`src/rtl/s16b_pkg.sv`:
```
// ####################
// Shared types and constants for the System 16B main board decoder.
// Modules import it inside their body and use scoped names in ports.
// ####################
package s16b_pkg;

    // CPU word address, byte lane selected by the data strobes
    typedef logic [23:1] addr_t;

    typedef logic [15:0] word_t;
    typedef logic [7:0]  byte_t;

    // Program ROM word address as seen by the SDRAM
    typedef logic [18:1] rom_addr_t;

    // One-hot region lines coming from the bus mapper
    typedef logic [7:0] region_t;

    // Two three-bit halves, selected by address bit 1
    typedef logic [5:0] tile_bank_t;

    // Board families that change the ROM layout
    typedef enum logic [2:0] {
        BOARD_5521       = 3'd0,  // also 5704
        BOARD_5358_SMALL = 3'd1,
        BOARD_5358_LARGE = 3'd2,
        BOARD_5797       = 3'd3,
        BOARD_KOREAN     = 3'd4
    } board_t;

    // Mapper region numbers
    // Regions 0 to 2 hold program ROM or board specific devices
    localparam int REG_RAM  = 3;
    localparam int REG_ORAM = 4;
    localparam int REG_VRAM = 5;
    localparam int REG_PAL  = 6;
    localparam int REG_IO   = 7;

    // Data returned when no device answers
    localparam word_t OPEN_BUS = 16'hffff;

    // I/O reads are byte wide, upper lane floats high
    localparam byte_t IO_HIGH_BYTE = 8'hff;

    // Game ids fitted with the large 5358 board
    localparam byte_t BOARD_5358L_IDS [3] = '{
        8'h10,
        8'h15,
        8'h1a
    };

endpackage

```
`src/rtl/s16b_data_bus.sv`:
```
// ####################
// Tile bank register and the registered read data mux that
// returns device data to the CPU.
// ####################
`timescale 1ns/1ps

module s16b_data_bus (
    input  logic                  clk,
    input  logic                  rst,
    input  s16b_pkg::addr_t       addr,
    input  s16b_pkg::word_t       cpu_dout,
    input  logic                  ldswn,
    input  logic                  rom_cs,
    input  logic                  ram_cs,
    input  logic                  vram_cs,
    input  logic                  char_cs,
    input  logic                  pal_cs,
    input  logic                  objram_cs,
    input  logic                  io_cs,
    input  logic                  tbank_cs,
    input  s16b_pkg::word_t       ram_data,
    input  s16b_pkg::word_t       rom_data,
    input  s16b_pkg::word_t       char_dout,
    input  s16b_pkg::word_t       pal_dout,
    input  s16b_pkg::word_t       obj_dout,
    input  s16b_pkg::byte_t       cab_dout,
    output s16b_pkg::word_t       cpu_din,
    output s16b_pkg::tile_bank_t  tile_bank
);
    import s16b_pkg::*;

    word_t din_next;

    // Only the low byte lane carries the bank value
    always_ff @(posedge clk or posedge rst) begin
        if (rst) begin
            tile_bank <= '0;
        end else if (tbank_cs && !ldswn) begin
            if (addr[1]) begin
                tile_bank[5:3] <= cpu_dout[2:0];
            end else begin
                tile_bank[2:0] <= cpu_dout[2:0];
            end
        end
    end

    // Highest priority source first
    always_comb begin
        if (ram_cs || vram_cs) begin
            din_next = ram_data;
        end else if (rom_cs) begin
            din_next = rom_data;
        end else if (char_cs) begin
            din_next = char_dout;
        end else if (pal_cs) begin
            din_next = pal_dout;
        end else if (objram_cs) begin
            din_next = obj_dout;
        end else if (io_cs) begin
            din_next = {IO_HIGH_BYTE, cab_dout};
        end else begin
            din_next = OPEN_BUS;
        end
    end

    always_ff @(posedge clk or posedge rst) begin
        if (rst) begin
            cpu_din <= '0;
        end else begin
            cpu_din <= din_next;
        end
    end

endmodule

```
`config.mk`:
```
export PLATFORM = sky130hd
export DESIGN_NAME = s16b_data_bus
export DESIGN_NICKNAME = d
export VERILOG_FILES = /design/src/rtl/s16b_pkg.sv /design/src/rtl/s16b_data_bus.sv
export SDC_FILE = /design/constraint.sdc
export NUM_CORES = 1
export LEC_CHECK = 0
export BUFFER_PORTS_ARGS = -buffer_cell sky130_fd_sc_hd__buf_2
export CORE_UTILIZATION = 38
export DETAILED_ROUTE_END_ITERATION = 10
export PLACE_DENSITY = 0.93
export SYNTH_ARGS = -nofsm -noshare
export SYNTH_HDL_FRONTEND = slang
export SYNTH_SLANG_ARGS = --single-unit
```
`constraint.sdc`:
```
create_clock -name clk -period 2.1 [get_ports clk]
set_clock_uncertainty 0.1 [all_clocks]
set_input_delay 0.42 -clock clk [delete_from_list [all_inputs] [get_ports clk]]
set_output_delay 0.42 -clock clk [all_outputs]
set_load 0.01 [all_outputs]
```
; Word level (Yosys, flattened, before mapping)
; Cells that the tools add are included.
[classes]
muxes = 6
bitwise_logic = 1
reduce_logical = 5
[op_table]
columns = cell, n
row1 = 2-to-1 mux 16 bit, 5
row2 = 2-to-1 mux 8 bit, 1
row3 = AND reduction 2 bit, 2
row4 = logical AND 1 bit, 1
row5 = logical NOT 1 bit, 1
row6 = logical OR 1 bit, 1
row7 = inverter 1 bit, 1
[totals]
reg_bits = 22
input_bits = 138
output_inout_bits = 22
elab_cells = 15

; Longest topological paths before layout
[logic_depth]
depth_word = 6
depth_mapped = 5
ltp_nobuf = 3

; Worst setup path before layout
; No wires, ideal clock.
[synth_path]
kind = in2reg
startpoint = input port objram_cs
endpoint = register cpu_din[6]
setup_time_ps = 87
t_arrival_ps = 1314
t_required_ps = 1913
setup_slack_ps = 599
path_stages = 4
n_path_buf = 1
path_cell_list = buf_2 nor3b_1 or4_4 a211oi_2
[synth_between]
elab_chain_len = 5
[synth_lines]
columns = item, line
row1 = start: declaration, s16b_data_bus.sv:18  ; input logic objram_cs,
row2 = 2-to-1 mux 16 bit, s16b_data_bus.sv:57  ; end else if (objram_cs) begin
row3 = 2-to-1 mux 16 bit, s16b_data_bus.sv:55  ; end else if (pal_cs) begin
row4 = 2-to-1 mux 16 bit, s16b_data_bus.sv:53  ; end else if (char_cs) begin
row5 = 2-to-1 mux 16 bit, s16b_data_bus.sv:51  ; end else if (rom_cs) begin
row6 = 2-to-1 mux 16 bit, s16b_data_bus.sv:49  ; if (ram_cs || vram_cs) begin
row7 = named net din_next[6], s16b_data_bus.sv:32  ; word_t din_next;
row8 = end signal: assignment, s16b_data_bus.sv:70  ; cpu_din <= din_next;
row9 = end: declaration, s16b_data_bus.sv:27  ; output s16b_pkg::word_t cpu_din,
; The timed path passes the listed nets, and every way through them passes these cells.
; A chain may end at the register's enable or synchronous reset.

; Worst setup path after layout
[layout_path]
startpoint = input port pal_cs
endpoint = register cpu_din[2]
[layout_between]
elab_chain_len = 4
[layout_lines]
columns = item, line
row1 = start: declaration, s16b_data_bus.sv:17  ; input logic pal_cs,
row2 = 2-to-1 mux 16 bit, s16b_data_bus.sv:55
row3 = 2-to-1 mux 16 bit, s16b_data_bus.sv:53
row4 = 2-to-1 mux 16 bit, s16b_data_bus.sv:51
row5 = 2-to-1 mux 16 bit, s16b_data_bus.sv:49
row6 = named net din_next[2], s16b_data_bus.sv:32
; The timed path passes the listed nets, and every way through them passes these cells.

==> impl_results.md <==
* Rows at 22
* Final setup violation count at 0
* PostCTS Resize Cnt at 0
* TritonCTS clock tree: done
* CP top delay family: simple AND/OR/NAND/NOR gates
* Remaining global-route overflow at 0
* Sequential Power Share at 43.1%
* First-pass GRT wire length at 7.19 mm
* Final worst path period need at 1.61 ns
* CTS H-tree depth at 1
* Drt wl/cell at 14.1 um
* Final Cycle Share at 76.5%
* Initial cell density of the core at 41.2%
* Diodes inserted at 0
* Clock Latency Late Sink at 0.25 ns
* Combinational power share at 31.7%
* Vias in the first global route at 1612
* Min-delay worst type: in2async
* Slew of the pin with the lowest slew margin at 0.775 ns
* Core ar. at 3800 um2
* Max clock buf depth at 2
* Post-Syn Area per Cell at 9.27 um2
* Port Buffer Count at 124
* Finished Layout Cells at 332
* Buf/Inv on CP at 1
* I/O Pins at 160
* Cells after synthesis at 169
* Num CTS Buffers at 3
* Vias at 1738
* Largest net degree at the start of global routing at 33
* Share of the synthesized area in the top cell type at 35.1%
* Final nets at 423
* Iteration count of the initial detailed-routing pass at 4
* Die Area at 4380 um2
* CTS Sinks at 22
* GR Util All Layers at 21.6%
* Netlist cell types at 24
* CP max stage delay at 0.55 ns
* Die Ht at 66.2 um
* Worst R2R Path Depth at 1
* Slew Limit Fails at 0
* CTS root buffer: clkbuf_8
* CP Cell Sequence: buf_2 > nor4b_1 > or4_1 > a211oi_1
* Drt drc at 0
* Most area-consuming cells after synthesis: dfrtp_1 35%, nor3b_1 12%, a21oi_1 7.7%, nor2b_1 6.0%, a211oi_2 5.6%
* Crit start category: primary input
* DRT antenna net count at 0
* Critical Path RT at 2.15 ns
* Kind of critical path: in2reg
* Critical path arrival at 1.66 ns
* Crit path max-delay cell type: or4_1
* Cell count along the critical path at 4
* Synth Net Count at 307
* PD cells at 507 nW/um2
* Sequential area share after synthesis at 35.1%
* Int Power at 826 uW
* Layout cells sized above 1 at 52.1%
* Fmax at 0.623 GHz
* Total Wirelength at 4.68 mm
* Clk pwr share at 25.2%
* Leakage at 0.00109 uW
* GPL Wtd Cong at 0.790
* Max Cap Viol at 0
* Crit-path max FO at 25
* Post-CTS setup buffers at 0
* Clock-pin slew on the worst setup and hold paths at 0.07 ns
* Status: finished clean
* Final hold viol count at 0
* Worst Setup End Kind: flip-flop
* Synth Register Bits at 22
* Die X at 66.2 um
* Switch Pwr at 310 uW
* Relative slew slack at 48.2%
* Hold_buf cts at 0
* RSZ-0062 raised after global routing: false
* Initial antenna violation count at 0
* Worst ir drop on vdd at 0.213 mV
* Warnings, synthesis at 0
* Cell taking the most area after synthesis: dfrtp_1
* Sw Share at 27.3%
* Setup tns final at 0 ns
* Area delta synth->final at 43.1%
* Cell Area, Synth at 1570 um2
* DP HPWL at 3.83 mm
* Drt via density at 5.23
* DP Cell Count at 328
* Drt initial violations at 85
## cell type report
| cell class | count | area, um2 |
|---|---|---|
| sequential | 22 | 551 |
| fill | 342 | 1560 |
| clock buffer | 4 | 55.1 |
| inverter | 9 | 33.8 |
| multi-input combinational | 123 | 906 |
| timing repair buffer | 126 | 636 |
| tap | 48 | 60.1 |
## routing by layer
layer  part of all wire, %  global-route usage, %  vias to the layer above
met5                     0                      0                        -
met4                   1.1                   6.91                        0
met3                   7.0                   2.76                        4
met2                    49                   39.0                       84
met1                    43                   26.1                      799
li1                      -                      -                      851
## layout by cell type, fill, tap and decap left out, drive strengths merged, types with 9 or more instances in the layout
| cell | n |
|---|---|
| nor3b | 25 |
| dfrtp | 22 |
| nor2 | 9 |
| a21oi | 24 |
| inv | 9 |
| buf | 126 |
| nor2b | 15 |
## cells in the mapped netlist
master and count:
a211oi_2 7, clkbuf_1 5, a21oi_1 24, inv_1 9, buf_1 3, buf_4 2
or4_1 4, nor3b_1 24, o31ai_1 8, dfrtp_1 22, or3_1 1, and2b_1 1
buf_2 4, a22o_1 8, a211oi_1 1, nand3b_1 1, or2_1 1, mux2_2 6
buf_6 1, nor2_1 9, nor3b_2 1, or4_4 4, nor4b_1 8, nor2b_1 15
## sequential cells by signal, summed over array words and instances, names as in the netlist
| name | cells |
|---|---|
| cpu_din | 16 |
| tile_bank | 6 |
## cell families after synthesis
family | share of synthesized area [%]
simple gates | 31.5
compound gates | 22.0
buf+inv | 7.03
flops | 35.1
mux | 4.31
## power by group through the flow
stage / combinational [uW] / clock [uW] / sequential (uW)
after global placement: 350 / 0 / 495
final: 360 / 286 / 489
after global routing: 398 / 316 / 494
after detailed placement: 362 / 0 / 499
after CTS: 363 / 293 / 490
after floorplan: 162 / 0 / 523
## path summary, 6_finish.rpt
| check | slack, ns | end | start |
|---|---|---|---|
| max reg2reg | 1.24 | tile_bank[1]$_DFFE_PP0P_ | tile_bank[1]$_DFFE_PP0P_ |
| max | 0.49 | cpu_din[2]$_DFF_PP0_ | pal_cs |
| min reg2reg | 0.41 | tile_bank[3]$_DFFE_PP0P_ | tile_bank[3]$_DFFE_PP0P_ |
| max in group asynchronous | 1.22 | tile_bank[5]$_DFFE_PP0P_ | rst |
| min | 0.20 | cpu_din[8]$_DFF_PP0_ | rst |
| min in group clk | 0.29 | cpu_din[8]$_DFF_PP0_ | ram_data[8] |
## through the flow
stage | instance area, um2 | worst slack [ns] | power [uW] | utilization, % | hold slack, ns
after floorplan | 1570 | 0.599 | 685 | - | 0.309
after CTS | 2240 | 0.517 | 1150 | 59.0 | 0.225
after global routing | 2240 | 0.418 | 1210 | 59.0 | 0.269
after detailed placement | 2190 | 0.250 | 860 | 57.5 | 0.395
final | 2240 | 0.494 | 1140 | 59.0 | 0.200
after global placement | 2190 | 0.302 | 846 | 57.5 | 0.383
No activity file was read; power rests on OpenSTA's default activity.
