## src/rtl/s16b_pkg.sv

```systemverilog
// ####################
// Shared types and constants for the System 16B main board decoder.
// Modules import it inside their body and use scoped names in ports.
// ####################
package s16b_pkg;

    // CPU word address, byte lane selected by the data strobes
    typedef logic [23:1] addr_t;

    typedef logic [15:0] word_t;
    typedef logic [7:0]  byte_t;

    // Program ROM word address as seen by the SDRAM
    typedef logic [18:1] rom_addr_t;

    // One-hot region lines coming from the bus mapper
    typedef logic [7:0] region_t;

    // Two three-bit halves, selected by address bit 1
    typedef logic [5:0] tile_bank_t;

    // Board families that change the ROM layout
    typedef enum logic [2:0] {
        BOARD_5521       = 3'd0,  // also 5704
        BOARD_5358_SMALL = 3'd1,
        BOARD_5358_LARGE = 3'd2,
        BOARD_5797       = 3'd3,
        BOARD_KOREAN     = 3'd4
    } board_t;

    // Mapper region numbers
    // Regions 0 to 2 hold program ROM or board specific devices
    localparam int REG_RAM  = 3;
    localparam int REG_ORAM = 4;
    localparam int REG_VRAM = 5;
    localparam int REG_PAL  = 6;
    localparam int REG_IO   = 7;

    // Data returned when no device answers
    localparam word_t OPEN_BUS = 16'hffff;

    // I/O reads are byte wide, upper lane floats high
    localparam byte_t IO_HIGH_BYTE = 8'hff;

    // Game ids fitted with the large 5358 board
    localparam byte_t BOARD_5358L_IDS [3] = '{
        8'h10,
        8'h15,
        8'h1a
    };

endpackage

```

## src/rtl/s16b_chip_select.sv

```systemverilog
// ####################
// Registered chip selects for the System 16B memory map and
// SDRAM ready tracking that produces the bus_busy level.
// ####################
`timescale 1ns/1ps

module s16b_chip_select (
    input  logic                clk,
    input  logic                rst,
    input  s16b_pkg::board_t    board,
    input  s16b_pkg::region_t   active,
    input  s16b_pkg::addr_t     addr,
    input  logic                asn,
    input  logic                udsn,
    input  logic                ldsn,
    input  logic                rnw,
    input  logic                rom_ok,
    input  logic                ram_ok,
    output logic                rom_cs,
    output logic                ram_cs,
    output logic                vram_cs,
    output logic                char_cs,
    output logic                pal_cs,
    output logic                objram_cs,
    output logic                io_cs,
    output logic                tbank_cs,
    output logic                bus_busy
);
    import s16b_pkg::*;

    logic data_phase;
    logic decode_en;
    logic is_5797;
    logic sdram_ok;

    logic rom_next;
    logic ram_next;
    logic vram_next;
    logic char_next;
    logic pal_next;
    logic objram_next;
    logic io_next;
    logic tbank_next;

    assign data_phase = !udsn || !ldsn;
    // Reads may decode on the address strobe alone
    assign decode_en  = data_phase || (!asn && rnw);
    assign is_5797    = board == BOARD_5797;

    always_comb begin
        rom_next    = (is_5797 ? active[0] : |active[2:0]) && rnw;
        char_next   = active[REG_VRAM] && addr[16];
        // SDRAM requests need a toggle per access, so these
        // follow the data strobes and drop between RMW halves
        vram_next   = data_phase && active[REG_VRAM] && !addr[16];
        ram_next    = data_phase && active[REG_RAM];
        objram_next = active[REG_ORAM];
        pal_next    = active[REG_PAL];
        io_next     = active[REG_IO];
        if (is_5797) begin
            tbank_next = !rnw && active[1] && addr[13:12] == 2'd2;
        end else begin
            tbank_next = !rnw && active[2];
        end
    end

    always_ff @(posedge clk or posedge rst) begin
        if (rst) begin
            rom_cs    <= 1'b0;
            ram_cs    <= 1'b0;
            vram_cs   <= 1'b0;
            char_cs   <= 1'b0;
            pal_cs    <= 1'b0;
            objram_cs <= 1'b0;
            io_cs     <= 1'b0;
            tbank_cs  <= 1'b0;
        end else if (decode_en) begin
            rom_cs    <= rom_next;
            ram_cs    <= ram_next;
            vram_cs   <= vram_next;
            char_cs   <= char_next;
            pal_cs    <= pal_next;
            objram_cs <= objram_next;
            io_cs     <= io_next;
            tbank_cs  <= tbank_next;
        end else begin
            rom_cs    <= 1'b0;
            ram_cs    <= 1'b0;
            vram_cs   <= 1'b0;
            char_cs   <= 1'b0;
            pal_cs    <= 1'b0;
            objram_cs <= 1'b0;
            io_cs     <= 1'b0;
            tbank_cs  <= 1'b0;
        end
    end

    // Ready flag for the current SDRAM access
    always_ff @(posedge clk or posedge rst) begin
        if (rst) begin
            sdram_ok <= 1'b0;
        end else if (asn) begin
            sdram_ok <= 1'b0;
        end else if (data_phase) begin
            sdram_ok <= rom_cs ? rom_ok : ram_ok;
        end
    end

    assign bus_busy = (rom_cs || ram_cs || vram_cs) && !sdram_ok;

endmodule

```

## config.mk

```make
export PLATFORM = sky130hd
export DESIGN_NAME = s16b_chip_select
export DESIGN_NICKNAME = d
export VERILOG_FILES = /design/src/rtl/s16b_pkg.sv /design/src/rtl/s16b_chip_select.sv
export SDC_FILE = /design/constraint.sdc
export NUM_CORES = 1
export LEC_CHECK = 0
export ABC_AREA = 1
export BUFFER_PORTS_ARGS = -buffer_cell sky130_fd_sc_hd__buf_2
export CAP_MARGIN = 10
export CELL_PAD_IN_SITES_DETAIL_PLACEMENT = 0
export CELL_PAD_IN_SITES_GLOBAL_PLACEMENT = 1
export CORE_MARGIN = 4
export CORE_UTILIZATION = 18
export DETAILED_ROUTE_END_ITERATION = 8
export GPL_ROUTABILITY_DRIVEN = 0
export GPL_TIMING_DRIVEN = 0
export PLACE_DENSITY = 0.83
export SLEW_MARGIN = 20
export SYNTH_ARGS = -nofsm -noshare
export SYNTH_HDL_FRONTEND = slang
export SYNTH_SLANG_ARGS = --single-unit
```

## constraint.sdc

```tcl
create_clock -name clk -period 1.2 [get_ports clk]
set_clock_uncertainty 0.15 [all_clocks]
set_input_delay 0.12 -clock clk [delete_from_list [all_inputs] [get_ports clk]]
set_output_delay 0.12 -clock clk [all_outputs]
set_load 0.005 [all_outputs]
```

* Yosys cells after proc, flatten, opt, wreduce, memory -nomap -nowiden *
Cells that the tools add are included.

operators by class
  $lt $le $gt $ge = 0
  add/sub/neg operators = 0
  $mul = 0
  multiplexer cells = 13
  equality and inequality tests = 2
  bitwise gates (word level) = 0
  shifts and indexed selects = 0
  reduce and logical (&&, ||, !) cells = 22
  div/mod/pow operators = 0

operators with widths
  kind                number
  $mux 1              13
  $logic_and 1x1->1   10
  $logic_not 1->1     6
  $logic_or 1x1->1    4
  $eq 3x2->1 const B  1
  $reduce_or 3->1     1
  $eq 2x2->1 const B  1
  $reduce_bool 2->1   1

word-level totals
  output and inout port bits = 9
  bits of input ports = 42
  memory bits (read-only) = 0
  latch bits = 0
  memories = 0
  logic and storage cells = 46
  bits in registers = 9
  memory bits (writable) = 0

* Depth between registers and ports, before layout *
  word-level depth = 5
  mapped depth = 5
  gate-level depth less buffers = 5

* Least setup slack after synthesis *
Ideal clock, no wire load.

  kind = register to register
  from = register rom_cs
  to = register sdram_ok
  data required time = 0.929 ns
  arrival time = 0.622 ns
  period minus slack after synthesis = 0.893 ns
  path buffers = 0
  stages on the path, launching flop included = 5
  path slack = 0.307 ns
  setup time = 0.121 ns
  cells stage by stage = dfrtp_1 > nand2_1 > o21ai_0 > nor2_1 > nor2_1

on the way
  longest elaborated chain between the ends = 3

RTL lines
  what                    RTL line                 RTL
  from (decl)             s16b_chip_select.sv:19   output logic rom_cs,
  from (signal assigned)  s16b_chip_select.sv:78   rom_cs <= rom_next;
  $mux 1                  s16b_chip_select.sv:105  sdram_ok <= rom_cs ? rom_ok : ram_ok;
  $mux 1                  s16b_chip_select.sv:104  end else if (data_phase) begin
  $mux 1                  s16b_chip_select.sv:102  end else if (asn) begin
  to (signal assigned)    s16b_chip_select.sv:105
  to (decl)               s16b_chip_select.sv:34   logic sdram_ok;

No other way between the ends. The select of a mux whose other input is x is not followed.
A chain may end at the register's enable or synchronous reset.

* Worst setup path after layout *
  from = register vram_cs
  to = output port bus_busy

on the way
  longest elaborated chain between the ends = 2

RTL lines
  what                    RTL line                 RTL
  from (decl)             s16b_chip_select.sv:21   output logic vram_cs,
  from (signal assigned)  s16b_chip_select.sv:80   vram_cs <= vram_next;
  $logic_or 1x1->1        s16b_chip_select.sv:109  assign bus_busy = (rom_cs || ram_cs || vram_cs) && !sdram_ok;
  $logic_and 1x1->1       s16b_chip_select.sv:109
  to (decl)               s16b_chip_select.sv:27   output logic bus_busy

No other way between the ends.

==> impl_metrics.tcl <==
set metrics [dict create \
    whs_path_depth 4 \
    core_area_sq_um 2060 \
    io_buffers 30 \
    synth_common_cells "12 x inv_1, 11 x nor2_1, 9 x dfrtp_1" \
    finalHoldViolations 0 \
    avgViaCountPerCell 3.58 \
    min_to "vram_cs" \
    hpwl_um 836 \
    antenna_found_initial 0 \
    area_delta_synth_final_pct 81.6 \
    finalSetupViolations 1 \
    drt-initial-drc-count 7 \
    synth_fa_ha_area_frac 0 \
    post-route-drc-count 0 \
    yosysWarnings 0 \
    grt_max_degree 10 \
    antenna_left 0 \
    status "finished, violations left" \
    grt.total_usage 0.0680 \
    cp-end-kind "primary output" \
    finalCritPeriodShare 1.06 \
    ys_top_cells_by_area "dfrtp_1 55%, inv_1 11%, nor2_1 10%" \
    ys_types 12 \
    drive_gt1_frac 0.408 \
    maxSlewViolCount 0 \
    r2r_cells 4 \
    timing.final.ws_setup_ns -0.0670 \
    cp.arrival_ns 1.00 \
    start_util 0.198 \
    cp-start-kind "register" \
    worst-path-buf-inv 1 \
    yosysTopAreaCell "dfrtp_1" \
    worst_pin_slew_ns 0.300 \
    synth_top_family_by_area "simple AND/OR/NAND/NOR gates" \
    clk_latency_ns 0.25 \
    hold_path.class "primary input to register" \
    antennaDiodeCount 0 \
    power.internal_uw 535 \
    io_pins 51 \
    die_area_sq_um 3090 \
    worst_ir_drop_vdd_v 0.000287 \
    period_minus_slack_ns 1.27 \
    num_rows 16 \
    crit_path_max_fanout 2 \
    timing.critical_path.slowest_stage_cell "dfrtp_1" \
    syn_nets 94 \
    path_clk_slew_ns 0.05 \
    critPathTopFamily "flip-flops" \
    synthArstFlopShare 1.00 \
    worst-setup-path-type "register to primary output" \
    cts_max_level 1 \
    synth_most_common_cell "inv_1" \
    netSwitchingFraction 0.228 \
    grt_first_pass_wirelength_um 1570 \
    clock_sinks 9 \
    placed_cells 109 \
    violations "setup timing" \
    p_switching_uw 158 \
    synthesis.area_sq_um 408 \
    vias 448 \
    slew_headroom 0.800 \
    final_nets 141 \
    synth-seq-cells 9 \
    p_comb_frac 0.211 \
    synth-seq-area-share 0.552 \
    detail_route.wl_per_cell_um 8.10 \
    worstPathRequired_ns 0.93 \
    yosysTopAreaCellShare 0.552 \
    syn_inst 52 \
    tns_ns -0.0670 \
    fmax_ghz 0.789 \
    cts-root-buf "clkbuf_4" \
    synth_xor_area_frac 0 \
    power.clock.fraction 0.309 \
    finalCoreUtilization 0.359 \
    crit_path_cell_trace "nor3_2, nor2_1, buf_2" \
    cts_tree "done" \
    wirelength_um 1010 \
    cts_buffers 3 \
    first_pass_iters 4 \
    r2r_start "rom_cs" \
    p_seq_frac 0.480 \
    dieHeight_um 55.6 \
    die_w_um 55.6 \
    min-delay-start "udsn" \
    power_leakage_nw 0.432 \
    final_cells 125 \
    cts_buffer_depth 2 \
    r2r-end "sdram_ok" \
    max_stage_delay_ns 0.39 \
    ys.flop_type "dfrtp_1" \
    rsz0062_at_grt "yes" \
    syn_avg_cell_area_sq_um 7.84 \
    pwr_density_cell_nw_per_um2 935 \
    drv_cap 0 \
    synthSimpleGateAreaFrac 0.258 \
    grt_pass1_vias 417 \
    overflow 0 \
    synth-edff-count 0 \
    muxShareOfSynthArea 0 \
    synth-compound-area-share 0.0706 \
    r2r_setup_slack_ns 0.10 \
]
flip-flops by register name, indices dropped and copies added, names as in the netlist:
register	cells
sdram_ok	1
io_cs	1
vram_cs	1
ram_cs	1
pal_cs	1
tbank_cs	1
rom_cs	1
objram_cs	1
char_cs	1
power groups by stage:
stage,Combinational [mW],Sequential (mW),Clock [mW]
global placement,0.114,0.336,0
global route,0.165,0.334,0.239
finish,0.146,0.332,0.214
CTS,0.149,0.331,0.226
detailed placement,0.116,0.337,0
floorplan,0.0468,0.339,0
area by class of cell:
cell class,count,area (sq um)
clock buffers,4,26.3
well taps,27,33.8
flip-flops and latches,9,225
inverters,13,48.8
repair buffers,42,268
multi-input cells,30,139
fillers,225,1320
layout by cell type, fill, tap and decap left out, drive strengths merged:
| cell | count |
|---|---|
| a21oi | 2 |
| nand3 | 2 |
| nor3 | 1 |
| o21ai | 3 |
| nand2 | 9 |
| clkbuf | 4 |
| nor2 | 13 |
| buf | 31 |
| dfrtp | 9 |
| inv | 13 |
| dlygate4sd3 | 11 |
worst register-to-register path: stages, from the launching register on:
cell and delay [ns]:
dfrtp_1 0.39, buf_4 0.14, o21ai_0 0.21, nor2_1 0.06, nor2_1 0.08
per-layer routing:
metal	up-vias	part of all wire	GRT usage	wire [um]
met1	184	0.40	0.0636	402
met4	0	0.027	0.0833	27
met2	19	0.47	0.110	479
met3	2	0.10	0.0162	103
li1	243	-	-	-
met5	-	0	0	0
logic make-up (layout without fill, tap and decap cells):
group	Yosys count	in the layout
flops	9	9
buf+inv	13	59
simple gates	25	25
compound gates	5	5
repair_timing:
action / CTS / global route
setup endpoints to repair: 1 / 1
hold endpoints to repair: 18 / 0
pin swaps: 0 / 1
hold buffers: 11 / 0
setup buffers: 1 / 0
gates resized for setup: 1 / 0
stage by stage:
| stage | setup WS [ns] | hold slack [ns] | power (mW) | cell area [sq um] |
|---|---|---|---|---|
| 6_report | -0.0670 | 0.0200 | 0.692 | 741 |
| 5_1_grt | -0.116 | 0.0364 | 0.738 | 741 |
| 4_1_cts | -0.0633 | 0.0138 | 0.706 | 741 |
| 3_5_place_dp | 0.192 | -0.0704 | 0.452 | 592 |
| 3_3_place_gp | 0.214 | -0.0737 | 0.450 | 592 |
| 2_1_floorplan | 0.307 | -0.202 | 0.386 | 408 |
worst max-delay path by stage:
stage	slack [ns]	startpoint	cells past startpoint	end
after floorplan	0.31	rom_cs	4	sdram_ok
after global placement	0.21	rom_cs	3	bus_busy
after detailed placement	0.19	rom_cs	3	bus_busy
after CTS	-0.06	ram_cs	3	bus_busy
after global routing	-0.12	vram_cs	3	bus_busy
final	-0.07	vram_cs	3	bus_busy
Note: power is estimated with default switching activity, not from simulation.
